## config.mk

```make
export PLATFORM = sky130hd
export DESIGN_NAME = refillBuffer
export DESIGN_NICKNAME = d
export VERILOG_FILES = /design/src/dcachePkg.sv /design/src/refillBuffer.sv
export SDC_FILE = /design/constraint.sdc
export NUM_CORES = 1
export LEC_CHECK = 0
export BUFFER_PORTS_ARGS = -buffer_cell sky130_fd_sc_hd__buf_2
export CELL_PAD_IN_SITES_DETAIL_PLACEMENT = 0
export CELL_PAD_IN_SITES_GLOBAL_PLACEMENT = 1
export CORE_UTILIZATION = 41
export CTS_BUF_LIST = sky130_fd_sc_hd__clkbuf_8 sky130_fd_sc_hd__clkbuf_16
export CTS_CLUSTER_DIAMETER = 50
export DETAILED_ROUTE_END_ITERATION = 8
export GPL_TIMING_DRIVEN = 0
export PLACE_DENSITY_LB_ADDON = 0.1
export SETUP_SLACK_MARGIN = 0.02
export SLEW_MARGIN = 20
export SYNTH_ARGS = -nofsm -noshare
export SYNTH_HDL_FRONTEND = slang
export SYNTH_SLANG_ARGS = --single-unit
```

## constraint.sdc

```tcl
create_clock -name clk -period 3.2 [get_ports clk]
set_clock_uncertainty 0.1 [all_clocks]
set_input_delay 0.48 -clock clk [delete_from_list [all_inputs] [get_ports clk]]
set_output_delay 0.48 -clock clk [all_outputs]
set_load 0.01 [all_outputs]
```

## src/dcachePkg.sv

```systemverilog
package dcachePkg;

  // geometry
  localparam int NumWays      = 2;
  localparam int NumSets      = 64;
  localparam int BeatsPerLine = 4;

  // address split: tag | index | offset
  localparam int OffsetBits = 5;
  localparam int IndexBits  = 6;
  localparam int TagBits    = 21;

  typedef logic [31:0]                 addrT;
  typedef logic [63:0]                 wordT;
  typedef logic [BeatsPerLine*64-1:0]  lineT;
  typedef logic [7:0]                  maskT;
  typedef logic [TagBits-1:0]          tagT;
  typedef logic [IndexBits-1:0]        indexT;
  typedef logic [1:0]                  beatT;
  typedef logic                        wayT;

  // one load or store from the pipeline
  typedef struct packed {
    logic isStore;
    addrT addr;
    wordT wrData;
    maskT wrMask;
  } cacheReqT;

  // dirty line going back to memory
  typedef struct packed {
    addrT addr;
    lineT data;
  } wbReqT;

  typedef enum logic [2:0] {
    stIdle,
    stCompare,
    stWriteBack,
    stMissReq,
    stRefill,
    stReplace
  } cacheStateT;

endpackage

```

## src/refillBuffer.sv

```systemverilog
module refillBuffer (
  input  logic            clk,
  input  logic            rst_n,
  input  logic            refillEn_i,
  input  logic            beatValid_i,
  input  dcachePkg::wordT beat_i,
  output dcachePkg::lineT line_o
);
  import dcachePkg::*;

  beatT beatCnt;
  lineT lineBuf;

  // counter wraps after the fourth beat, ready for the next miss
  always_ff @(posedge clk or negedge rst_n) begin
    if (!rst_n) begin
      beatCnt <= '0;
    end else if (refillEn_i && beatValid_i) begin
      beatCnt <= beatCnt + 1'b1;
    end
  end

  // lowest word arrives first
  always_ff @(posedge clk) begin
    if (refillEn_i && beatValid_i) begin
      lineBuf[beatCnt*64 +: 64] <= beat_i;
    end
  end

  assign line_o = lineBuf;

endmodule

```

=== Yosys cells after proc, flatten, opt, wreduce, memory -nomap -nowiden ===
Index checks and enable logic that the tools add are counted.

* Add/sub/neg operators: 2
* Shift operators: 2
* Muxes and demuxes: 1
* Reduce and logical (&&, ||, !) cells: 1

{| class="wikitable"
|+ Operators by type and width
! kind !! count
|-
| 256-bit bitwise mux || 1
|-
| 64-bit by 34-bit variable shift with 256-bit output (first input constant) || 1
|-
| 64-bit by 34-bit indexed part select with 256-bit output || 1
|-
| 8-bit negator with 34-bit output || 1
|-
| 2-bit by 1-bit adder with 2-bit output (second input constant) || 1
|-
| 1-bit logical AND || 1
|}

* Register bits: 258
* Input bits: 68
* Output and inout bits: 256
* Word-level logic and storage cells: 8

=== Depth between registers and ports, before layout ===
Gate-level depths: netlist (run 1).

* Word-level depth: 3
* Depth in mapped cells: 6
* Gate-level depth less buffers: 4

=== Worst setup path before layout (run 1) ===
No wires, ideal clock.

* Kind: reg-to-reg
* Start point: register, netlist name beatCnt[0]
* End point: register lineBuf[0] (netlist: line_o[0]), enable pin
* Library setup time: 0.429 ns
* Arrival: 2.418 ns
* Required time: 2.671 ns
* Slack: 0.252 ns
* Stages on the path, launching flop included: 4
* Path buffers: 0
* Clock period less this slack: 2.948 ns
* Cells stage by stage: dfrtp_1 -> inv_1 -> ha_1 -> and3_1

{| class="wikitable"
|+ RTL lines
! what !! RTL line !! source
|-
| to (signal, indexed assignment) || refillBuffer.sv:26 || <nowiki>lineBuf[beatCnt*64 +: 64] <= beat_i;</nowiki>
|-
| to (decl) || refillBuffer.sv:12 || <nowiki>lineT lineBuf;</nowiki>
|}

=== Worst setup path after layout (run 1) ===
* Start point: register beatCnt[0]
* End point: register lineBuf[69] (netlist: line_o[69]), data pin

* Longest elaborated chain between the ends: 3
* Elaborated cells between the ends (all ways): 4
* Those cells by class: add/sub (1); shift (2); mux (1)

{| class="wikitable"
|+ Ends and longest elaborated chain
! what !! RTL line !! source
|-
| from (decl) || refillBuffer.sv:11 || <nowiki>beatT beatCnt;</nowiki>
|-
| from (signal assigned) || refillBuffer.sv:19 || <nowiki>beatCnt <= beatCnt + 1'b1;</nowiki>
|-
| 8-bit negator with 34-bit output (*) || refillBuffer.sv:26 ||
|-
| 64-bit by 34-bit indexed part select with 256-bit output / 64-bit by 34-bit variable shift with 256-bit output (equally long branches) || refillBuffer.sv:26 ||
|-
| 256-bit bitwise mux (*) || refillBuffer.sv:26 ||
|}

Mark *: on every way between the ends. The rest lies on a longest branch, timed or not.
A chain may end at the register's enable or synchronous reset.

==> out/results.ini, run 1 <==
[run_status]
status = finished clean

[routing]
drt-wirelength-per-cell_um = 23.8
post_drt_via_cell_ratio = 4.95
vias = 6331
route.detailed.drc = 0
drt_wl_total_um = 30500
ant_nets = 0
dr.first_iter.drc_count = 456
dr.pass1.iters = 5

[synthesis]
synth_compound_area_share_pct = 0
synth_mux_area_share_pct = 0.115
ys_seq_elements = 258
synth_area_per_cell_um2 = 17.0
synth_xor_area_share_pct = 0.0897
synth_top_family_by_area = simple AND/OR/NAND/NOR gates
synthAdderAreaFrac_pct = 0.641
synth.net_count = 648
synth.yosys.warnings = 0
netlist_instances = 575
synth_cell_types = 19
yosys.area_share.simple_pct = 17.4
synth_area_um2 = 9760
synth_seq_area_share_pct = 79.3

[cells_and_area]
register_area_um2 = 7740
nFillCells = 2010
area_growth_pct = 32.2
final_cells = 1278
drive_gt1_share_pct = 42.4
multi_input_area_um2 = 1810
post-route-util_pct = 55.1
layout.nets = 1008

[sta]
finalSetupViolations = 0
max-slew-margin-rel_pct = 46.3
rsz0062_at_grt = false
drv_slew = 0
whs_ns = 0.136
worst_slew_pin_slew_ns = 0.805
min_period_over_period_pct = 80.0
fmax_ghz = 0.390
hold_violations = 0
min_period_ns = 2.56
setup_ws_ns = 0.639

[clock_tree]
ctsLongestPathBuffers = 3
clock-sinks = 258
post-cts-setup-buffer-count = 0
numCtsBuffers = 30
clock_latency_ns = 0.54
cts_tree = done
cts_root_buf = clkbuf_16
path_clk_slew_ns = 0.06
htreeDepth = 1

[global_route]
grt_overflow = 0
grt_pass1_wl_um = 42600
antenna_found_initial = 2
grt_usage_pct = 24.8
grt_max_degree = 39
grt_pass1_vias = 6314

[setup_path]
crit_type = reg -> reg
r2r_end = line_o[69]
r2r_slack_ns = 0.64
reg2reg_depth = 5
critPathArrivalTime_ns = 2.87
reg2reg_from = beatCnt[0]
start_kind = flip-flop
critPathRequiredTime_ns = 3.51
worstSetupEndpoint = line_o[69]
setup.worst_path.start = beatCnt[0]
cp_max_fo = 10
cp-end-kind = flip-flop

[pwr]
vdd_ir_drop_max_mv = 0.641
p_leak_nw = 5.52
finalPower_w = 0.0112
p_per_area_nw_per_um2 = 869

[placed_design]
place_congestion = 0.778
dp_hpwl_um = 20300
port_buffers = 323
dp.cells = 1221
pre_cts_slack_ns = 0.600

[floorplan]
initial_core_util_pct = 41.7
fp.dieW_um = 156
die_area_um2 = 24400
rows = 56
coreArea_um2 = 23400
io_pins = 324
die_h_um = 156

[min_path]
hold_class = in -> reg

[run]
cap_viol_max_count = 0

==> worst min-delay path by stage <==
stage | start | end | slack [ns] | cells after the start
after floorplan | rst_n | beatCnt[0] | 0.08 | 0
after global placement | rst_n | beatCnt[1] | 0.17 | 1
after detailed placement | rst_n | beatCnt[1] | 0.17 | 1
after CTS | beat_i[33] | line_o[33] | 0.12 | 2
after global routing | beat_i[33] | line_o[33] | 0.13 | 2
final | beat_i[33] | line_o[33] | 0.14 | 2
==> layer usage <==
layer,routed length [um],GRT usage [%]
met1,12300,31.9
met2,15200,42.6
met3,2190,4.87
met4,773,7.24
met5,0,0
==> cell usage after synthesis <==
master / n / share of area (%)
and2_1: 127 / 8.1
and3_1: 129 / 8.3
and3b_1: 4 / 0.36
and4bb_1: 1 / 0.13
buf_2: 7 / 0.36
buf_4: 3 / 0.23
buf_6: 6 / 0.69
clkbuf_1: 13 / 0.50
clkbuf_2: 11 / 0.56
dfrtp_1: 2 / 0.51
edfxtp_1: 256 / 79
ha_1: 5 / 0.64
inv_1: 2 / 0.077
mux2_2: 1 / 0.12
nand2_1: 1 / 0.038
nor2_1: 2 / 0.077
nor2b_1: 3 / 0.19
nor4b_4: 1 / 0.24
xnor2_1: 1 / 0.090
==> area by class of cell <==
cell class	instances	area share, %
plain buffers	40	1.77
clock inverters	24	1.78
clock buffers	31	6.01
flip-flops and latches	258	60.0
multi-input cells	275	14.0
diodes	1	0.0194
repair buffers	328	13.3
well taps	319	3.09
inverters	2	0.0582
==> sequential cells by signal, summed over array words and instances, names as in the netlist <==
| name | count |
|---|---|
| line_o | 256 |
| beatCnt | 2 |
==> worst max-delay path, stage by stage (launching register included) <==
cell,delay (ns)
dfrtp_1,0.52
inv_1,0.14
ha_1,0.38
nor2b_1,0.34
clkbuf_1,0.66
and3_1,0.28
==> power by group <==
part	switching (W)	leakage, nW	total (W)	internal (W)
Clock	0.00137	0.516	0.00344	0.00208
Sequential	0.000108	2.35	0.00449	0.00438
Combinational	0.00232	2.66	0.00328	0.000958
==> timing repair <==
action                                 in CTS  in global routing
hold buffers                                1                  0
resized for setup                           0                  0
endpoints found under the hold margin       2                  0
==> cell usage in the layout (no fill, tap or decap), drive strengths merged, types with 2 or more instances in the layout <==
cell type	instances
and2	127
inv	10
and3b	4
clkbuf	55
buf	343
bufinv	4
clkinv	11
and3	129
nor2b	3
nor2	2
dfrtp	2
edfxtp	256
ha	5
==> kinds of logic (layout without fill, tap and decap cells) <==
kind of cell	after synthesis	in the layout
XOR/XNOR	1	1
adder cells (fa/ha/maj)	5	5
buffers and inverters	42	425
flip-flops	258	258
multiplexers	1	1
other	0	1
AND/OR/NAND/NOR	268	268
==> through the flow <==
stage          instance area [um^2]  setup TNS, ns
2_1_floorplan                  9760              0
3_3_place_gp                  11800        -198.62
3_5_place_dp                  11900              0
4_1_cts                       12900              0
5_1_grt                       12900              0
6_report                      12900              0
Power figures use the tool's default switching activity.
==> inputs of run 2 (changes only) <==
- ABC_AREA: unset -> 1
- CORE_UTILIZATION: 41 -> 40
- clock period: 3.2 -> 2.5 ns (I/O delays scaled with it)
==> run 2 against run 1 <==
Against the previous run:
- critical path depth grew 1
- wire length grew 17%
- sequential power up 17%
- final cell count up 18%
- first-iteration DRC count increased by 56%
- critical endpoint is now line_o[76]
==> out/results.ini, run 2 <==
[routing]
vias = 7650
drt-wirelength-per-cell_um = 23.6
route.detailed.drc = 0
dr.first_iter.drc_count = 711
post_drt_via_cell_ratio = 5.06
ant_nets = 0
drt_wl_total_um = 35700
dr.pass1.iters = 5

[sta]
hold_violations = 0
min_period_ns = 2.31
rsz0062_at_grt = false
setup_ws_ns = 0.194
drv_slew = 0
whs_ns = 0.0444
max-slew-margin-rel_pct = 50.6
finalSetupViolations = 0
min_period_over_period_pct = 92.2
fmax_ghz = 0.434
worst_slew_pin_slew_ns = 0.739

[placed_design]
dp_hpwl_um = 25500
pre_cts_slack_ns = 0.226
port_buffers = 323
dp.cells = 1451
place_congestion = 0.802

[synthesis]
ys_seq_elements = 258
netlist_instances = 794
synthTopCellsByArea = edfxtp_1, nor2_1, nand3_1
synth_cell_types = 17
synth_area_um2 = 10200
synth_seq_area_share_pct = 76.2
synth_edf_count = 256
synth_top_area_share_pct = 75.7
post-synth-top-count-cell = nor2_1
yosys_most_used_dff = edfxtp_1
synth_common_cells = nor2_1, edfxtp_1, nand3_1, nand2_1, buf_2
synth.net_count = 867
synth.yosys.warnings = 0
synth_area_per_cell_um2 = 12.8
async_flop_share_pct = 0.775
synth_area_leader_cell = edfxtp_1

[global_route]
grt_pass1_vias = 7194
grt_overflow = 0
grt_pass1_wl_um = 50000
antenna_found_initial = 1
grt_usage_pct = 27.2
grt_max_degree = 27

[cells_and_area]
largest_reg_flops = 256
area_growth_pct = 32.0
drive_gt1_share_pct = 38.5
final_common_cell = buf_2
final_cells = 1511
final_cell_mix = buf_2, nor2_1, edfxtp_1, nand3_1, nand2_1
layout.nets = 1236

[floorplan]
die_h_um = 161
die_area_um2 = 26000
io_pins = 324
fp.dieW_um = 161
coreArea_um2 = 24600
rows = 57
initial_core_util_pct = 41.3

[min_path]
hold_class = in -> async

[setup_path]
critPathArrivalTime_ns = 2.49
cp-end-kind = flip-flop
crit_type = reg -> reg
critPathRequiredTime_ns = 2.68
start_kind = flip-flop
reg2reg_depth = 6
cp_max_fo = 10

[clock_tree]
htreeDepth = 1
post-cts-setup-buffer-count = 0
clock_latency_ns = 0.55
cts_tree = done
cts_root_buf = clkbuf_16
numCtsBuffers = 31
path_clk_slew_ns = 0.06
ctsLongestPathBuffers = 3
clock-sinks = 258

[run_status]
status = finished clean

[pwr]
p_leak_nw = 5.32
vdd_ir_drop_max_mv = 0.596
finalPower_w = 0.0130
p_per_area_nw_per_um2 = 972

[run]
cap_viol_max_count = 0

-- run 2: changes by cell type after synthesis, sizes merged, moves of 3 or more --
cell and delta:
and3b -4, clkbuf -23, and3 -129, nand2 +71, nor2b -3, nor2 +259
nand3 +129, inv +6, buf +42, and2 -127
-- run 2: through the flow --
stage                     utilization, %  setup TNS (ns)  area (um^2)
after floorplan                        -               0        10200
after global placement              49.6         -122.59        12200
after detailed placement            50.6               0        12400
after CTS                           54.5               0        13400
after global routing                54.5               0        13400
final                               54.5               0        13400
-- run 2: report_power, final --
part | internal (W) | switching (W) | total (W)
clock | 0.00236 | 0.00177 | 0.00413
sequential | 0.00517 | 0.0000743 | 0.00524
combinational | 0.000952 | 0.00271 | 0.00366
-- run 2: critical path, cell delays in order (launching register included) --
cell,delay [ns]
dfrtp_1,0.43
inv_1,0.15
ha_1,0.33
buf_6,0.14
nand2_2,0.30
buf_2,0.44
nor2_1,0.13
-- run 2: timing repair --
| action | in CTS | in global routing |
|---|---|---|
| hold buffers | 3 | 0 |
| hold endpoints to repair | 3 | 0 |
| resized for setup | 0 | 0 |
-- run 2: kinds of logic after synthesis --
family / synth area share, %
compound gates: 0.0492
fa+ha+maj: 0.616
buf+inv: 3.93
flops: 76.2
simple gates: 19.2
-- run 2: cell type report --
| cell class | instances | area (um^2) |
|---|---|---|
| antenna | 1 | 2.50 |
| buffer | 59 | 364 |
| clock buffer | 31 | 776 |
| clock inverter | 25 | 163 |
| fill | 2219 | 11200 |
| inverter | 9 | 35.0 |
| multi-input combinational | 468 | 2050 |
| sequential | 258 | 7740 |
| tap | 324 | 405 |
| timing repair buffer | 336 | 1880 |
-- run 2: path summary, 6_finish.rpt --
check | startpoint | to | slack, ns
worst max register to register | beatCnt[0] | line_o[76] | 0.19
max in group asynchronous | rst_n | beatCnt[0] | 2.16
min in group clk | beat_i[58] | line_o[186] | 0.08
worst min register to register | beatCnt[1] | beatCnt[1] | 0.46
worst min-delay path | rst_n | beatCnt[1] | 0.04
worst max-delay path | beatCnt[0] | line_o[76] | 0.19
-- run 2: layer usage --
layer  vias up  track usage, %  share of wire, %
met3        38            5.55               9.1
met4         0            5.75               1.4
met5         -               0                 0
met1      3702            36.8                41
li1       3489               -                 -
met2       421            45.4                49
==> inputs of run 3 (changes only) <==
- CTS_BUF_LIST: sky130_fd_sc_hd__clkbuf_8 sky130_fd_sc_hd__clkbuf_16 -> unset
==> run 3 against run 2 <==
Against the previous run:
- worst setup slack lost 0.0056 ns
- final cell count is the same
- combinational power is essentially flat
- cell area is the same
- wire length grew 0.15%
- worst hold slack gained 0.00097 ns
- global-route usage is essentially flat
- critical path depth is the same
==> out/results.ini, run 3 (synthesis gave the netlist of run 2 again) <==
[pwr]
p_sw_share_pct = 34.9
finalPower_w = 0.0131
vdd_ir_drop_max_mv = 0.594
p_seq_share_pct = 40.1
p_per_area_nw_per_um2 = 973
p_int_w = 0.00850
p_sw_w = 0.00456
p_comb_share_pct = 28.0
p_leak_nw = 5.29
power_frac_clock_pct = 31.8

[global_route]
grt_max_degree = 27
grt_overflow = 0
grt_usage_pct = 27.2
grt_pass1_wl_um = 50000
antenna_found_initial = 1
grt_pass1_vias = 7181

[cells_and_area]
final_common_cell = buf_2
drive_gt1_share_pct = 38.5
layout.nets = 1236
area_growth_pct = 32.0
final_cell_mix = buf_2, nor2_1, edfxtp_1, nand3_1, nand2_1
nFillCells = 2219
largest_reg_flops = 256
final_cells = 1511

[placed_design]
port_buffers = 323
dp_hpwl_um = 25500
pre_cts_slack_ns = 0.226
dp.cells = 1451
place_congestion = 0.802

[sta]
min_period_over_period_pct = 92.5
fin_setup_tns_ns = 0
hold_violations = 0
min_period_ns = 2.31
fmax_ghz = 0.433
max-slew-margin-rel_pct = 49.8
rsz0062_at_grt = false
finalSetupViolations = 0
setup_ws_ns = 0.189
drv_slew = 0
worst_slew_pin_slew_ns = 0.751
whs_ns = 0.0454

[floorplan]
die_h_um = 161
coreArea_um2 = 24600
rows = 57
io_pins = 324
fp.dieW_um = 161
die_area_um2 = 26000
initial_core_util_pct = 41.3

[clock_tree]
numCtsBuffers = 31
ctsLongestPathBuffers = 3
clock_latency_ns = 0.55
path_clk_slew_ns = 0.06
htreeDepth = 1
clock-sinks = 258
cts_tree = done
cts_root_buf = clkbuf_16

[routing]
vias = 7640
drt-wirelength-per-cell_um = 23.7
route.detailed.drc = 0
dr.pass1.iters = 7
drt_wl_total_um = 35800
ant_nets = 0
dr.first_iter.drc_count = 676
post_drt_via_cell_ratio = 5.06

[min_path]
hold_class = in -> async

[run]
cap_viol_max_count = 0

[setup_path]
setup.worst_path.start = beatCnt[0]
cp-end-kind = flip-flop
start_kind = flip-flop
cp_max_fo = 10
critPathArrivalTime_ns = 2.49
reg2reg_from = beatCnt[0]
crit_type = reg -> reg
critPathRequiredTime_ns = 2.68

[run_status]
status = finished clean

## run 3: cell count changes in the layout (fill, tap and decap cells not counted)
cell	change
clkbuf_1	+5
inv_1	-5
## run 3: routing by layer
metal  track usage [%]  vias up  wire [um]
li1                  -     3487          -
met1              36.9     3711      14700
met2              45.4      414      17400
met3              5.50       28       3200
met4              5.62        0        421
met5                 0        -          0
## run 3: path summary, 6_finish.rpt
check / cells past startpoint / slack (ns) / to
setup / recovery: 6 / 0.19 / line_o[76]
hold / removal: 2 / 0.05 / beatCnt[1]
setup reg to reg: 6 / 0.19 / line_o[76]
hold reg to reg: 2 / 0.46 / beatCnt[1]
max in group asynchronous: 2 / 2.16 / beatCnt[0]
min in group clk: 3 / 0.08 / line_o[186]
## run 3: power groups by stage
stage,sequential [W],combinational [W],clock (W)
2_1_floorplan,0.00546,0.00192,0
3_3_place_gp,0.00534,0.00355,0
3_5_place_dp,0.00533,0.00365,0
4_1_cts,0.00524,0.00366,0.00421
5_1_grt,0.00526,0.00391,0.00437
6_report,0.00524,0.00366,0.00415
## run 3: cell type report
type / count / area, um^2 / share of cell area [%]
inverter: 9 / 35.0 / 0.261
sequential: 258 / 7740 / 57.7
clock inverter: 20 / 144 / 1.07
buffer: 59 / 364 / 2.72
clock buffer: 36 / 795 / 5.92
timing repair buffer: 336 / 1880 / 14.0
antenna: 1 / 2.50 / 0.0187
tap: 324 / 405 / 3.02
multi-input combinational: 468 / 2050 / 15.3
## run 3: stage by stage
stage	util, %	cell area, um^2
2_1_floorplan	-	10200
3_3_place_gp	49.6	12200
3_5_place_dp	50.6	12400
4_1_cts	54.5	13400
5_1_grt	54.5	13400
6_report	54.5	13400
## run 3: timing repair
action | CTS | global route
endpoints found under the hold margin | 3 | 0
hold buffers | 3 | 0
setup buffers | 0 | 0
gates resized for setup | 0 | 0
## run 3: critical path, stage by stage (launching register included)
cell,delay [ns]
dfrtp_1,0.43
inv_1,0.15
ha_1,0.33
buf_6,0.14
nand2_2,0.30
buf_2,0.44
nor2_1,0.13
