[src/dcachePkg.sv]
package dcachePkg;

  // geometry
  localparam int NumWays      = 2;
  localparam int NumSets      = 64;
  localparam int BeatsPerLine = 4;

  // address split: tag | index | offset
  localparam int OffsetBits = 5;
  localparam int IndexBits  = 6;
  localparam int TagBits    = 21;

  typedef logic [31:0]                 addrT;
  typedef logic [63:0]                 wordT;
  typedef logic [BeatsPerLine*64-1:0]  lineT;
  typedef logic [7:0]                  maskT;
  typedef logic [TagBits-1:0]          tagT;
  typedef logic [IndexBits-1:0]        indexT;
  typedef logic [1:0]                  beatT;
  typedef logic                        wayT;

  // one load or store from the pipeline
  typedef struct packed {
    logic isStore;
    addrT addr;
    wordT wrData;
    maskT wrMask;
  } cacheReqT;

  // dirty line going back to memory
  typedef struct packed {
    addrT addr;
    lineT data;
  } wbReqT;

  typedef enum logic [2:0] {
    stIdle,
    stCompare,
    stWriteBack,
    stMissReq,
    stRefill,
    stReplace
  } cacheStateT;

endpackage

[src/dcacheCtrl.sv]
module dcacheCtrl (
  input  logic                 clk,
  input  logic                 rst_n,
  input  logic                 reqValid_i,
  input  dcachePkg::cacheReqT  req_i,
  input  logic                 hit_i,
  input  dcachePkg::wayT       hitWay_i,
  input  logic                 victimDirty_i,
  input  dcachePkg::tagT       victimTag_i,
  input  dcachePkg::lineT      victimLine_i,
  input  logic                 rdReqReady_i,
  input  logic                 rdBeatValid_i,
  input  logic                 rdLast_i,
  input  logic                 wbReady_i,
  output logic                 reqReady_o,
  output dcachePkg::cacheReqT  curReq_o,
  output logic                 lookupEn_o,
  output logic                 storeEn_o,
  output dcachePkg::wayT       storeWay_o,
  output logic                 replaceEn_o,
  output dcachePkg::wayT       victimWay_o,
  output logic                 refillEn_o,
  output logic                 dataOk_o,
  output logic                 rdReqValid_o,
  output dcachePkg::addrT      rdReqAddr_o,
  output logic                 wbValid_o,
  output dcachePkg::wbReqT     wb_o
);
  import dcachePkg::*;

  cacheStateT curState;
  cacheStateT nextState;
  cacheReqT   reqQ;
  wayT        victimBit;
  wayT        victimWayQ;
  logic       compareMiss;

  assign compareMiss = (curState == stCompare) && !hit_i;

  always_ff @(posedge clk or negedge rst_n) begin
    if (!rst_n) begin
      curState <= stIdle;
    end else begin
      curState <= nextState;
    end
  end

  always_comb begin
    nextState = curState;
    unique case (curState)
      stIdle: begin
        if (reqValid_i) begin
          nextState = stCompare;
        end
      end
      stCompare: begin
        if (hit_i) begin
          nextState = stIdle;
        end else if (victimDirty_i) begin
          nextState = stWriteBack;
        end else begin
          nextState = stMissReq;
        end
      end
      stWriteBack: begin
        if (wbReady_i) begin
          nextState = stMissReq;
        end
      end
      stMissReq: begin
        if (rdReqReady_i) begin
          nextState = stRefill;
        end
      end
      stRefill: begin
        // fourth beat closes the refill
        if (rdBeatValid_i && rdLast_i) begin
          nextState = stReplace;
        end
      end
      stReplace: begin
        // retry the lookup, it hits now
        nextState = stCompare;
      end
      default: begin
        nextState = stIdle;
      end
    endcase
  end

  // hold the accepted request for the whole transaction
  always_ff @(posedge clk) begin
    if (reqReady_o && reqValid_i) begin
      reqQ <= req_i;
    end
  end

  // toggle picks the victim, flips on every miss
  always_ff @(posedge clk or negedge rst_n) begin
    if (!rst_n) begin
      victimBit  <= 1'b0;
      victimWayQ <= 1'b0;
    end else if (compareMiss) begin
      victimWayQ <= victimBit;
      victimBit  <= ~victimBit;
    end
  end

  assign reqReady_o = (curState == stIdle);

  // in idle the incoming request drives the array read
  assign curReq_o   = reqReady_o ? req_i : reqQ;
  assign lookupEn_o = reqReady_o && reqValid_i;

  assign storeEn_o   = (curState == stCompare) && hit_i && reqQ.isStore;
  assign storeWay_o  = hitWay_i;
  assign dataOk_o    = (curState == stCompare) && hit_i;
  assign replaceEn_o = (curState == stReplace);
  assign refillEn_o  = (curState == stRefill);

  // compare still sees the toggle before it flips
  assign victimWay_o = (curState == stCompare) ? victimBit : victimWayQ;

  assign rdReqValid_o = (curState == stMissReq);
  assign rdReqAddr_o  = {reqQ.addr[$bits(addrT)-1:OffsetBits], {OffsetBits{1'b0}}};

  // victim address rebuilt from its stored tag
  assign wbValid_o    = (curState == stWriteBack);
  assign wb_o.addr    = {victimTag_i, reqQ.addr[OffsetBits +: IndexBits], {OffsetBits{1'b0}}};
  assign wb_o.data    = victimLine_i;

endmodule

[config.mk]
export PLATFORM = sky130hd
export DESIGN_NAME = dcacheCtrl
export DESIGN_NICKNAME = d
export VERILOG_FILES = /design/src/dcachePkg.sv /design/src/dcacheCtrl.sv
export SDC_FILE = /design/constraint.sdc
export NUM_CORES = 1
export LEC_CHECK = 0
export BUFFER_PORTS_ARGS = -buffer_cell sky130_fd_sc_hd__buf_4
export CORE_AREA = 3 3 318 320
export CTS_CLUSTER_SIZE = 10
export DETAILED_ROUTE_END_ITERATION = 7
export DIE_AREA = 0 0 321 323
export PLACE_DENSITY = 0.3
export SYNTH_ARGS = -nofsm -noshare
export SYNTH_HDL_FRONTEND = slang
export SYNTH_SLANG_ARGS = --single-unit
[constraint.sdc]
create_clock -name clk -period 4.7 [get_ports clk]
set_input_delay 0.47 -clock clk [delete_from_list [all_inputs] [get_ports clk]]
set_output_delay 0.47 -clock clk [all_outputs]
set_load 0.1 [all_outputs]
### Word-level counts from Yosys, hierarchy flattened

Index checks and enable logic that the tools add are counted.

* register bits: 110
* latch bits: 0
* RAM bits: 0
* memory bits (read-only): 0
* output and inout bits: 435
* memories kept: 0

* $add $sub $neg: 0
* multipliers: 0
* div/mod/pow operators: 0
* order comparisons: 0
* equal/unequal tests: 9
* shift operators: 0
* mux-type cells: 9
* bitwise logic cells: 1
* reduce and logical (&&, ||, !) cells: 8

Operators with widths (count)
* 2-to-1 mux 105 bit: 1
* case mux 3 bit (6 select lines): 1
* 2-to-1 mux 3 bit: 4
* == test 3 x 2 -> 1 bit, second input constant: 2
* == test 3 bit, second input constant: 2
* inequality test 2 bit, second input constant: 3
* logical AND 1 bit: 5
* AND reduction 4 bit: 1
* == test 3 x 1 -> 1 bit, second input constant: 1
* logical NOT 3 bit: 1
* 2-to-1 mux 1 bit: 2
* 2-to-1 mux 2 bit: 1
* inequality test 2 x 1 -> 1 bit, second input constant: 1
* logical NOT 1 bit: 1
* NOT 1 bit: 1

### Longest topological paths before layout

Gate-level depths: netlist of run 1.

* word-level depth: 3
* depth in mapped cells: 5

### Worst setup path after synthesis of run 1

No wires, ideal clock.

* path kind: reg-to-reg
* from: register curState[2]
* to: register reqQ (netlist bit rdReqAddr_o[10]) (enable)
* library setup time: 509 ps
* arrival: 4502 ps
* required time: 4191 ps
* path slack: -311 ps
* cell stages (with the launch flop): 5
* path buffers: 2
* period minus slack after synthesis: 5011 ps
* cell sequence: dfrtp_1 -> buf_2 -> nor3_4 -> buf_2 -> and2_1

* word-level cells in the longest chain between the ends: 2

Ends and longest elaborated chain
* start, declared: line dcacheCtrl.sv:31 `cacheStateT curState;`
* start signal, assigned: line dcacheCtrl.sv:42 `curState <= stIdle;`
* start signal, assigned: line dcacheCtrl.sv:44 `curState <= nextState;`
* logical NOT 3 bit: line dcacheCtrl.sv:109 `assign reqReady_o = (curState == stIdle);`
* net reqReady_o: line dcacheCtrl.sv:15 `output logic reqReady_o,`
* logical AND 1 bit
* net lookupEn_o: line dcacheCtrl.sv:17 `output logic lookupEn_o,`
* end signal, assigned: line dcacheCtrl.sv:94 `reqQ <= req_i;`
* end, declared: line dcacheCtrl.sv:33 `cacheReqT reqQ;`

The timed path passes the listed nets, and every way through them passes these cells.
A chain may end at the register's enable or synchronous reset.

==> insert_results.sql, run 1 <==
INSERT INTO impl_metrics (metric_group, metric, value, unit) VALUES
('status', 'outcome', 'completed', ''),
('layout', 'drive_above_1_share', '67.54', '%'),
('worst_setup_path', 'path_cells', 'nor3_4, buf_12, mux2_2, buf_4', ''),
('yosys', 'synth_area_in_compound_gates', '0.7177', '%'),
('sta', 'worst-slew-pin-transition', '0.7622', 'ns'),
('cts', 'ctsResizeCount', '0', ''),
('drt', 'detail_route.wl_per_cell', '13.59', 'um'),
('floorplan', 'placement_rows', '115', ''),
('worst_setup_path', 'setup.worst_path.end_class', 'primary output', ''),
('sta', 'f_max', '341.0', 'MHz'),
('drt', 'iter_0_drt_violations', '123', ''),
('yosys', 'synthMuxAreaShare', '17.00', '%'),
('cts', 'root_buffer', 'sky130_fd_sc_hd__clkbuf_16', ''),
('floorplan', 'initial_core_util', '7.263', '%'),
('power', 'power.leakage', '2.979', 'nW'),
('layout', 'diodes', '0', ''),
('global_routing', 'grt_pass1_vias', '4122', ''),
('worst_setup_path', 'arrival', '2.46', 'ns'),
('yosys', 'synthAdderAreaFrac', '0', '%'),
('power', 'ir_drop', '0.5071', 'mV'),
('layout', 'fillers', '11430', ''),
('drt', 'drt_pass1_iterations', '4', ''),
('yosys', 'ys_seq_area_share', '45.86', '%'),
('place', 'dp_slack', '1.880', 'ns'),
('worst_setup_path', 'worst_r2r_path_depth', '4', ''),
('floorplan', 'die_area', '103700', 'um^2'),
('yosys', 'ys.flop_type', 'sky130_fd_sc_hd__edfxtp_1', ''),
('layout', 'most_common_cell_after_layout_fill_and_taps_aside', 'sky130_fd_sc_hd__buf_4', ''),
('yosys', 'netlist-cell-type-count', '24', ''),
('sta', 'setup_viol_count_final', '0', ''),
('cts', 'cts.sink_count', '110', ''),
('floorplan', 'core-area', '98420', 'um^2'),
('layout', 'area_delta_synth_final', '20.53', '%'),
('place', 'postPlaceCellArea', '8295', 'um^2'),
('global_routing', 'number_of_antenna_violations_at_the_first_check_in_global_routing', '3', ''),
('sta', 'layout_min_cycle_time', '2.932', 'ns'),
('cts', 'tritoncts.num_buffers', '9', ''),
('cts', 'cts_max_level', '3', ''),
('drt', 'routed_wl', '24730', 'um'),
('cts', 'postCtsSetupRepairBufs', '0', ''),
('sta', 'slew_headroom', '49.19', '%'),
('yosys', 'main_area_contributors_after_synthesis', 'sky130_fd_sc_hd__edfxtp_1, sky130_fd_sc_hd__buf_4, sky130_fd_sc_hd__mux2_2', ''),
('yosys', 'synth.top_cell.area_share', '44.11', '%'),
('sta', 'hold_ws', '0.2094', 'ns'),
('drt', 'postRouteAntennaNets', '0', ''),
('worst_setup_path', 'critical-path-max-stage-delay', '0.51', 'ns'),
('sta', 'setup_total_negative_slack', '0', 'ns'),
('worst_setup_path', 'cp-start-kind', 'register', ''),
('floorplan', 'io-pin-count', '827', ''),
('yosys', 'yosys.area_share.simple', '1.155', '%'),
('run', 'cap_viol_max_count', '0', ''),
('drt', 'drc', '0', ''),
('floorplan', 'die_width', '321', 'um'),
('sta', 'rsz0062_at_grt', 'false', ''),
('place', 'gp_congestion', '0.6655', ''),
('global_routing', 'grt_first_pass_wirelength', '32220', 'um'),
('yosys', 'synth-edff-count', '105', ''),
('yosys', 'ys_ff_latch', '110', ''),
('min_path', 'min-delay-start', 'req_i[46]', ''),
('worst_setup_path', 'regToRegStartpoint', 'curState[2]', ''),
('drt', 'vias', '3772', ''),
('yosys', 'synth-xor-area-share', '0.1225', '%'),
('worst_setup_path', 'critical_path_class', 'register to primary output', ''),
('layout', 'layout_common_cells', 'sky130_fd_sc_hd__buf_4, sky130_fd_sc_hd__edfxtp_1, sky130_fd_sc_hd__mux2_2, sky130_fd_sc_hd__mux2_1, sky130_fd_sc_hd__conb_1', ''),
('min_path', 'worstHoldPathType', 'primary input to register', ''),
('worst_setup_path', 'critical_path.slowest_cell', 'sky130_fd_sc_hd__dfrtp_1', ''),
('worst_setup_path', 'required', '4.23', 'ns'),
('global_routing', 'grt_max_degree', '84', ''),
('cts', 'clock_latency', '0.43', 'ns'),
('global_routing', 'grt_usage', '4.591', '%'),
('power', 'power.density', '897.1', 'nW/um^2');
[metal layers]
metal | vias to the layer above | wire, um | track usage, %
met5 | - | 8 | 0
met4 | 2 | 1974 | 4.192
met3 | 129 | 4417 | 3.723
met2 | 399 | 11300 | 7.203
met1 | 1712 | 7032 | 3.576
li1 | 1530 | - | -
[synth_stat cells, types with 2 or more instances]
cell,instances
sky130_fd_sc_hd__a21oi_1,2
sky130_fd_sc_hd__and2_1,3
sky130_fd_sc_hd__and3_1,2
sky130_fd_sc_hd__buf_2,10
sky130_fd_sc_hd__buf_4,322
sky130_fd_sc_hd__buf_6,3
sky130_fd_sc_hd__dfrtp_1,5
sky130_fd_sc_hd__edfxtp_1,105
sky130_fd_sc_hd__inv_1,2
sky130_fd_sc_hd__mux2_1,30
sky130_fd_sc_hd__mux2_2,77
sky130_fd_sc_hd__nand2_1,2
sky130_fd_sc_hd__nor2_1,2
sky130_fd_sc_hd__nor3b_1,2
[flip-flops by register name (all words and copies together), names as in the netlist]
name         count
reqQ            78
rdReqAddr_o     27
curState         3
victimBit        1
victimWayQ       1
[worst max-delay path by stage]
stage	to	slack, ns	cells past startpoint
after floorplan	lookupEn_o	1.11	4
after global placement	reqQ[66]	1.91	4
after detailed placement	reqQ[66]	1.88	4
after CTS	curReq_o[36]	1.67	4
after global routing	curReq_o[64]	1.61	4
final	curReq_o[64]	1.77	4
[critical path, delay by kind of cell, from the launching register on]
kind	cells	cell delay, ns
simple gates	1	0.28
mux	1	0.44
flops	1	0.51
buf+inv	2	0.61
[metrics by stage]
step / total power, mW / std cells
after floorplan: 7.036 / 586
after global placement: 6.954 / 1803
after detailed placement: 6.934 / 1803
after CTS: 7.924 / 1820
after global routing: 8.059 / 1820
final: 7.729 / 1820
[power by group]
group / switching (mW) / internal [mW]
logic: 4.30 / 1.13
clock network: 0.506 / 0.386
registers: 0.0913 / 1.32
total: 4.90 / 2.83
[final cells by class]
type | count | area [um^2] | area share, %
Sequential cell | 110 | 3278 | 38.05
Timing Repair Buffer | 266 | 2012 | 23.35
Tap cell | 1287 | 1610 | 18.69
Multi-Input combinational cell | 139 | 1398 | 16.22
Clock buffer | 9 | 225.2 | 2.614
Clock inverter | 7 | 85.08 | 0.9875
Inverter | 2 | 7.507 | 0.08713
[cell families after synthesis]
logic type	count (synthesis)
xor gates and xnor gates	1
other	1
muxes	108
DFF	110
AOI/OAI and AO/OA	7
and+or+nand+nor	13
buffers and inverters	337
Power figures use the tool's default switching activity.
==> run 2: changes to the inputs <==
- clock period: 4.7 -> 2.75 ns (I/O delays scaled with it)
==> insert_results.sql, run 2 (synthesis gave the netlist of run 1 again) <==
INSERT INTO impl_metrics (metric_group, metric, value, unit) VALUES
('status', 'outcome', 'completed', ''),
('sta', 'min_period_over_period', '93.18', '%'),
('global_routing', 'grt_first_pass_wirelength', '35010', 'um'),
('cts', 'cts.sink_count', '110', ''),
('cts', 'tritoncts.num_buffers', '9', ''),
('floorplan', 'placement_rows', '115', ''),
('floorplan', 'core-area', '98420', 'um^2'),
('global_routing', 'remaining_global_route_overflow', '0', ''),
('sta', 'rsz0062_at_grt', 'false', ''),
('cts', 'tritoncts', 'done', ''),
('power', 'power.leakage', '3.450', 'nW'),
('min_path', 'min-delay-start', 'req_i[22]', ''),
('layout', 'fin_cells', '1928', ''),
('sta', 'setup_viol_count_final', '0', ''),
('drt', 'postRouteAntennaNets', '0', ''),
('layout', 'most_common_cell_after_layout_fill_and_taps_aside', 'sky130_fd_sc_hd__buf_4', ''),
('drt', 'drc', '0', ''),
('global_routing', 'grt_max_degree', '42', ''),
('drt', 'iter_0_drt_violations', '136', ''),
('worst_setup_path', 'worst_r2r_path_depth', '4', ''),
('floorplan', 'dieHeight', '323', 'um'),
('layout', 'largest_reg_flops', '78', ''),
('min_path', 'worstHoldPathType', 'primary input to register', ''),
('cts', 'cts_max_level', '3', ''),
('place', 'dpl.hpwl', '21290', 'um'),
('drt', 'detail_route.wl_per_cell', '13.88', 'um'),
('power', 'ir_drop', '0.7621', 'mV'),
('layout', 'layout.nets', '1026', ''),
('sta', 'fin_worst_skew', '0.01375', 'ns'),
('drt', 'vias', '4097', ''),
('floorplan', 'initial_core_util', '7.263', '%'),
('run', 'cap_viol_max_count', '0', ''),
('power', 'power.density', '1393', 'nW/um^2'),
('floorplan', 'io-pin-count', '827', ''),
('cts', 'deepest_clock_path_buffer_count', '2', ''),
('cts', 'postCtsSetupRepairBufs', '0', ''),
('drt', 'vias_per_cell', '2.125', ''),
('min_path', 'whs_path_depth', '1', ''),
('global_routing', 'number_of_antenna_violations_at_the_first_check_in_global_routing', '2', ''),
('sta', 'postLayoutSetupSlackWorst', '0.1876', 'ns'),
('worst_setup_path', 'critical_path_class', 'register to primary output', ''),
('global_routing', 'grt_pass1_vias', '4515', ''),
('floorplan', 'die_width', '321', 'um'),
('place', 'gp_congestion', '0.6773', ''),
('layout', 'layout_common_cells', 'sky130_fd_sc_hd__buf_4, sky130_fd_sc_hd__edfxtp_1, sky130_fd_sc_hd__dlygate4sd3_1, sky130_fd_sc_hd__mux2_2, sky130_fd_sc_hd__mux2_1', ''),
('global_routing', 'grt_usage', '4.954', '%'),
('sta', 'layout_min_cycle_time', '2.562', 'ns'),
('worst_setup_path', 'minimum_setup_slack_among_reg_to_reg_paths', '0.77', 'ns'),
('layout', 'area_delta_synth_final', '36.29', '%'),
('min_path', 'worst_hold_path.endpoint', 'reqQ[22]', ''),
('place', 'dpl.cell_count', '1808', ''),
('cts', 'clk_pin_slew', '0.10', 'ns'),
('sta', 'setup_total_negative_slack', '0', 'ns'),
('worst_setup_path', 'setup.worst_path.end_class', 'primary output', ''),
('sta', 'timing.final.hold_violations', '0', ''),
('sta', 'report.final.slew_viol_count', '0', ''),
('worst_setup_path', 'critPathMaxFanout', '39', ''),
('worst_setup_path', 'cp-start-kind', 'register', ''),
('worst_setup_path', 'required', '2.48', 'ns'),
('worst_setup_path', 'timing.rr.end', 'reqQ[49]', ''),
('worst_setup_path', 'regToRegStartpoint', 'curState[2]', ''),
('layout', 'drive_above_1_share', '57.75', '%'),
('worst_setup_path', 'arrival', '2.29', 'ns'),
('sta', 'slew_headroom', '66.53', '%'),
('place', 'placement.io_buffers', '260', ''),
('place', 'dp_slack', '0.5380', 'ns'),
('sta', 'worst-slew-pin-transition', '0.5009', 'ns'),
('drt', 'drt_pass1_iterations', '4', ''),
('drt', 'routed_wl', '26760', 'um'),
('cts', 'clock_latency', '0.41', 'ns'),
('layout', 'max_flop_register', 'reqQ', ''),
('floorplan', 'die_area', '103700', 'um^2'),
('cts', 'root_buffer', 'sky130_fd_sc_hd__clkbuf_16', ''),
('sta', 'f_max', '390.3', 'MHz');
## run 2: cell count changes in the layout (fill, tap and decap cells not counted), moves of 2 or more
| cell | delta |
|---|---|
| sky130_fd_sc_hd__dlygate4sd3_1 | +101 |
| sky130_fd_sc_hd__buf_12 | +2 |
| sky130_fd_sc_hd__dfrtp_1 | -2 |
| sky130_fd_sc_hd__dfrtp_2 | +2 |
| sky130_fd_sc_hd__diode_2 | +2 |
| sky130_fd_sc_hd__inv_12 | +2 |
## run 2: area by class of cell
class | count | area, um^2
Clock buffer | 9 | 225.2
Fill cell | 11310 | 88680
Multi-Input combinational cell | 139 | 1408
Clock inverter | 7 | 96.34
Inverter | 2 | 7.507
Antenna cell | 2 | 5.005
Tap cell | 1287 | 1610
Sequential cell | 110 | 3281
Timing Repair Buffer | 372 | 3109
## run 2: per-layer routing
layer | wire length [um] | up-vias | track usage (%)
met5 | 0 | - | 0
met4 | 1829 | 0 | 3.419
met3 | 4419 | 92 | 4.161
met2 | 12700 | 399 | 8.142
met1 | 7806 | 1859 | 3.891
li1 | - | 1747 | -
## run 2: timing repair
item                       in CTS  in global routing
gates resized for setup         0                  4
hold endpoints to repair      105                  1
setup endpoints to repair       0                 53
hold buffers                  101                  1
## run 2: worst max-delay path by stage
stage | start | to | slack (ns)
global route | curState[2] | curReq_o[22] | 0.01
detailed placement | curState[2] | curReq_o[24] | 0.54
CTS | curState[2] | curReq_o[24] | 0.005
finish | curState[2] | curReq_o[22] | 0.19
global placement | curState[2] | curReq_o[22] | 0.55
floorplan | curState[2] | rdReqAddr_o[10] | 0.11
## run 2: where the power goes
group / internal, mW / switching, mW
logic: 2.14 / 7.42
clock network: 0.681 / 0.913
registers: 2.25 / 0.169
total: 5.07 / 8.50
## run 2: worst max-delay path: stages, from the launching register on
cell                      delay [ns]
sky130_fd_sc_hd__dfrtp_2        0.49
sky130_fd_sc_hd__nor3_4         0.26
sky130_fd_sc_hd__buf_4          0.23
sky130_fd_sc_hd__buf_16         0.23
sky130_fd_sc_hd__mux2_2         0.37
sky130_fd_sc_hd__buf_4          0.24
## run 2: per-stage QoR
step	total power, mW	hold WS [ns]	area (um^2)	utilization, %
2_1_floorplan	12.03	-0.02059	7197	-
3_3_place_gp	12.02	0.08292	8381	8.515
3_5_place_dp	12.02	0.08651	8381	8.515
4_1_cts	13.88	0.0007989	9713	9.869
5_1_grt	14.17	0.005711	9737	9.893
6_report	13.57	0.06703	9742	9.898
==> run 3: changes to the inputs <==
- BUFFER_PORTS_ARGS: -buffer_cell sky130_fd_sc_hd__buf_4 -> not set
- CELL_PAD_IN_SITES_DETAIL_PLACEMENT: not set -> 1
- CELL_PAD_IN_SITES_GLOBAL_PLACEMENT: not set -> 1
- DONT_BUFFER_PORTS: not set -> 1
==> insert_results.sql, run 3 (synthesis gave the netlist of run 1 again) <==
INSERT INTO impl_metrics (metric_group, metric, value, unit) VALUES
('drt', 'detail_route.wl_per_cell', '13.58', 'um'),
('place', 'postPlaceCellArea', '7823', 'um^2'),
('cts', 'tritoncts', 'done', ''),
('drt', 'routed_wl', '24000', 'um'),
('cts', 'tritoncts.num_buffers', '9', ''),
('drt', 'vias_per_cell', '2.030', ''),
('drt', 'iter_0_drt_violations', '83', ''),
('worst_setup_path', 'setup.worst_path.end_class', 'primary output', ''),
('drt', 'postRouteAntennaNets', '0', ''),
('worst_setup_path', 'arrival', '2.28', 'ns'),
('worst_setup_path', 'minimum_setup_slack_among_reg_to_reg_paths', '0.77', 'ns'),
('drt', 'vias', '3587', ''),
('layout', 'max_flop_register', 'reqQ', ''),
('global_routing', 'remaining_global_route_overflow', '0', ''),
('layout', 'area_delta_synth_final', '28.81', '%'),
('sta', 'timing.final.hold_violations', '0', ''),
('min_path', 'min-delay-start', 'hit_i', ''),
('layout', 'drive_above_1_share', '42.71', '%'),
('worst_setup_path', 'worst_r2r_path_depth', '4', ''),
('min_path', 'worstHoldPathType', 'primary input to register', ''),
('floorplan', 'die_width', '321', 'um'),
('sta', 'report.final.slew_viol_count', '0', ''),
('drt', 'drc', '0', ''),
('sta', 'setup_viol_count_final', '0', ''),
('layout', 'final_design_area_no_fill', '9208', 'um^2'),
('worst_setup_path', 'timing.rr.end', 'reqQ[48]', ''),
('sta', 'min_period_over_period', '92.98', '%'),
('min_path', 'whs_path_depth', '3', ''),
('cts', 'clock_latency', '0.42', 'ns'),
('sta', 'setup_total_negative_slack', '0', 'ns'),
('floorplan', 'dieHeight', '323', 'um'),
('floorplan', 'io-pin-count', '827', ''),
('layout', 'layout.nets', '867', ''),
('floorplan', 'initial_core_util', '7.263', '%'),
('global_routing', 'grt_first_pass_wirelength', '31880', 'um'),
('global_routing', 'grt_usage', '4.484', '%'),
('floorplan', 'core-area', '98420', 'um^2'),
('cts', 'deepest_clock_path_buffer_count', '2', ''),
('cts', 'clk_pin_slew', '0.09', 'ns'),
('sta', 'hold_ws', '0.1499', 'ns'),
('worst_setup_path', 'required', '2.48', 'ns'),
('worst_setup_path', 'cp-start-kind', 'register', ''),
('cts', 'cts.sink_count', '110', ''),
('cts', 'cts_max_level', '3', ''),
('sta', 'worst-slew-pin-transition', '0.5972', 'ns'),
('drt', 'drt_pass1_iterations', '4', ''),
('global_routing', 'grt_max_degree', '51', ''),
('place', 'dpl.hpwl', '17960', 'um'),
('power', 'power.density', '1496', 'nW/um^2'),
('layout', 'most_common_cell_after_layout_fill_and_taps_aside', 'sky130_fd_sc_hd__dlygate4sd3_1', ''),
('min_path', 'worst_hold_path.endpoint', 'curState[1]', ''),
('layout', 'fillers', '11460', ''),
('sta', 'fin_worst_skew', '0.01923', 'ns'),
('place', 'placement.io_buffers', '0', ''),
('sta', 'layout_min_cycle_time', '2.557', 'ns'),
('run', 'cap_viol_max_count', '0', ''),
('power', 'power.leakage', '2.922', 'nW'),
('cts', 'root_buffer', 'sky130_fd_sc_hd__clkbuf_16', ''),
('worst_setup_path', 'critical_path_class', 'register to primary output', ''),
('sta', 'slew_headroom', '60.36', '%'),
('power', 'ir_drop', '0.8374', 'mV'),
('worst_setup_path', 'regToRegStartpoint', 'curState[0]', ''),
('status', 'outcome', 'completed', ''),
('sta', 'rsz0062_at_grt', 'false', ''),
('global_routing', 'grt_pass1_vias', '4215', ''),
('layout', 'layout_common_cells', 'sky130_fd_sc_hd__dlygate4sd3_1, sky130_fd_sc_hd__edfxtp_1, sky130_fd_sc_hd__mux2_2, sky130_fd_sc_hd__buf_4, sky130_fd_sc_hd__buf_12', ''),
('floorplan', 'die_area', '103700', 'um^2'),
('floorplan', 'placement_rows', '115', ''),
('sta', 'f_max', '391.1', 'MHz'),
('global_routing', 'number_of_antenna_violations_at_the_first_check_in_global_routing', '1', ''),
('worst_setup_path', 'critPathMaxFanout', '36', ''),
('layout', 'largest_reg_flops', '78', ''),
('layout', 'diodes', '0', ''),
('place', 'gp_congestion', '0.6171', '');
==> run 3: changes by cell type in the layout (fill, tap and decap cells not counted), moves of 2 or more <==
| cell | change |
|---|---|
| sky130_fd_sc_hd__buf_4 | -212 |
| sky130_fd_sc_hd__inv_12 | -3 |
| sky130_fd_sc_hd__diode_2 | -2 |
| sky130_fd_sc_hd__buf_16 | +6 |
| sky130_fd_sc_hd__dlygate4sd3_1 | +5 |
| sky130_fd_sc_hd__buf_12 | +43 |
==> run 3: power by group <==
part	internal (mW)	total (mW)	switching (mW)
Sequential	2.25	2.38	0.135
Clock	0.646	1.44	0.799
Combinational	2.45	9.94	7.49
Total	5.34	13.8	8.43
==> run 3: layout make-up <==
type                       count  area [um^2]  share of cell area [%]
sequential                   110         3279                   35.62
timing repair buffer         213         2582                   28.05
tap                         1287         1610                   17.49
multi-input combinational    139         1426                   15.49
clock buffer                   9        225.2                   2.446
clock inverter                 7        76.32                  0.8289
inverter                       2        7.507                 0.08153
==> run 3: through the flow <==
stage | power, mW | util, % | setup WS [ns] | instances
6_report | 13.77 | 9.355 | 0.1930 | 1767
5_1_grt | 14.30 | 9.355 | 0.05783 | 1767
4_1_cts | 14.07 | 9.343 | 0.01239 | 1766
3_5_place_dp | 12.33 | 7.948 | 0.5318 | 1643
3_3_place_gp | 12.34 | 7.948 | 0.5661 | 1643
2_1_floorplan | 12.03 | - | 0.1109 | 586
==> run 3: worst max-delay path by stage <==
| stage | from | endpoint | slack (ns) | cells past startpoint |
|---|---|---|---|---|
| 3_5_place_dp | curState[0] | curReq_o[64] | 0.53 | 4 |
| 2_1_floorplan | curState[2] | rdReqAddr_o[10] | 0.11 | 4 |
| 6_report | curState[0] | curReq_o[57] | 0.19 | 4 |
| 4_1_cts | curState[0] | curReq_o[57] | 0.01 | 4 |
| 3_3_place_gp | curState[0] | curReq_o[64] | 0.57 | 4 |
| 5_1_grt | curState[0] | curReq_o[57] | 0.06 | 4 |
==> run 3: per-layer routing <==
| metal | global-route usage (%) | up-vias | part of all wire (%) |
|---|---|---|---|
| met1 | 3.624 | 1684 | 29 |
| met2 | 6.950 | 348 | 46 |
| met4 | 4.223 | 0 | 8.1 |
| met3 | 3.454 | 131 | 17 |
| li1 | - | 1424 | - |
| met5 | 0 | - | 0 |
==> run 3: what timing repair did <==
action | in CTS | in global routing
gates resized for setup | 0 | 2
endpoints found under the setup margin | 0 | 36
endpoints found under the hold margin | 113 | 0
hold buffers | 107 | 0
setup buffers | 0 | 1
==> run 3: worst max-delay path, cell delays in order (launching register included) <==
cell and delay [ns]:
sky130_fd_sc_hd__dfrtp_2 0.50, sky130_fd_sc_hd__nor3_4 0.27, sky130_fd_sc_hd__buf_12 0.23, sky130_fd_sc_hd__buf_12 0.24, sky130_fd_sc_hd__mux2_2 0.59
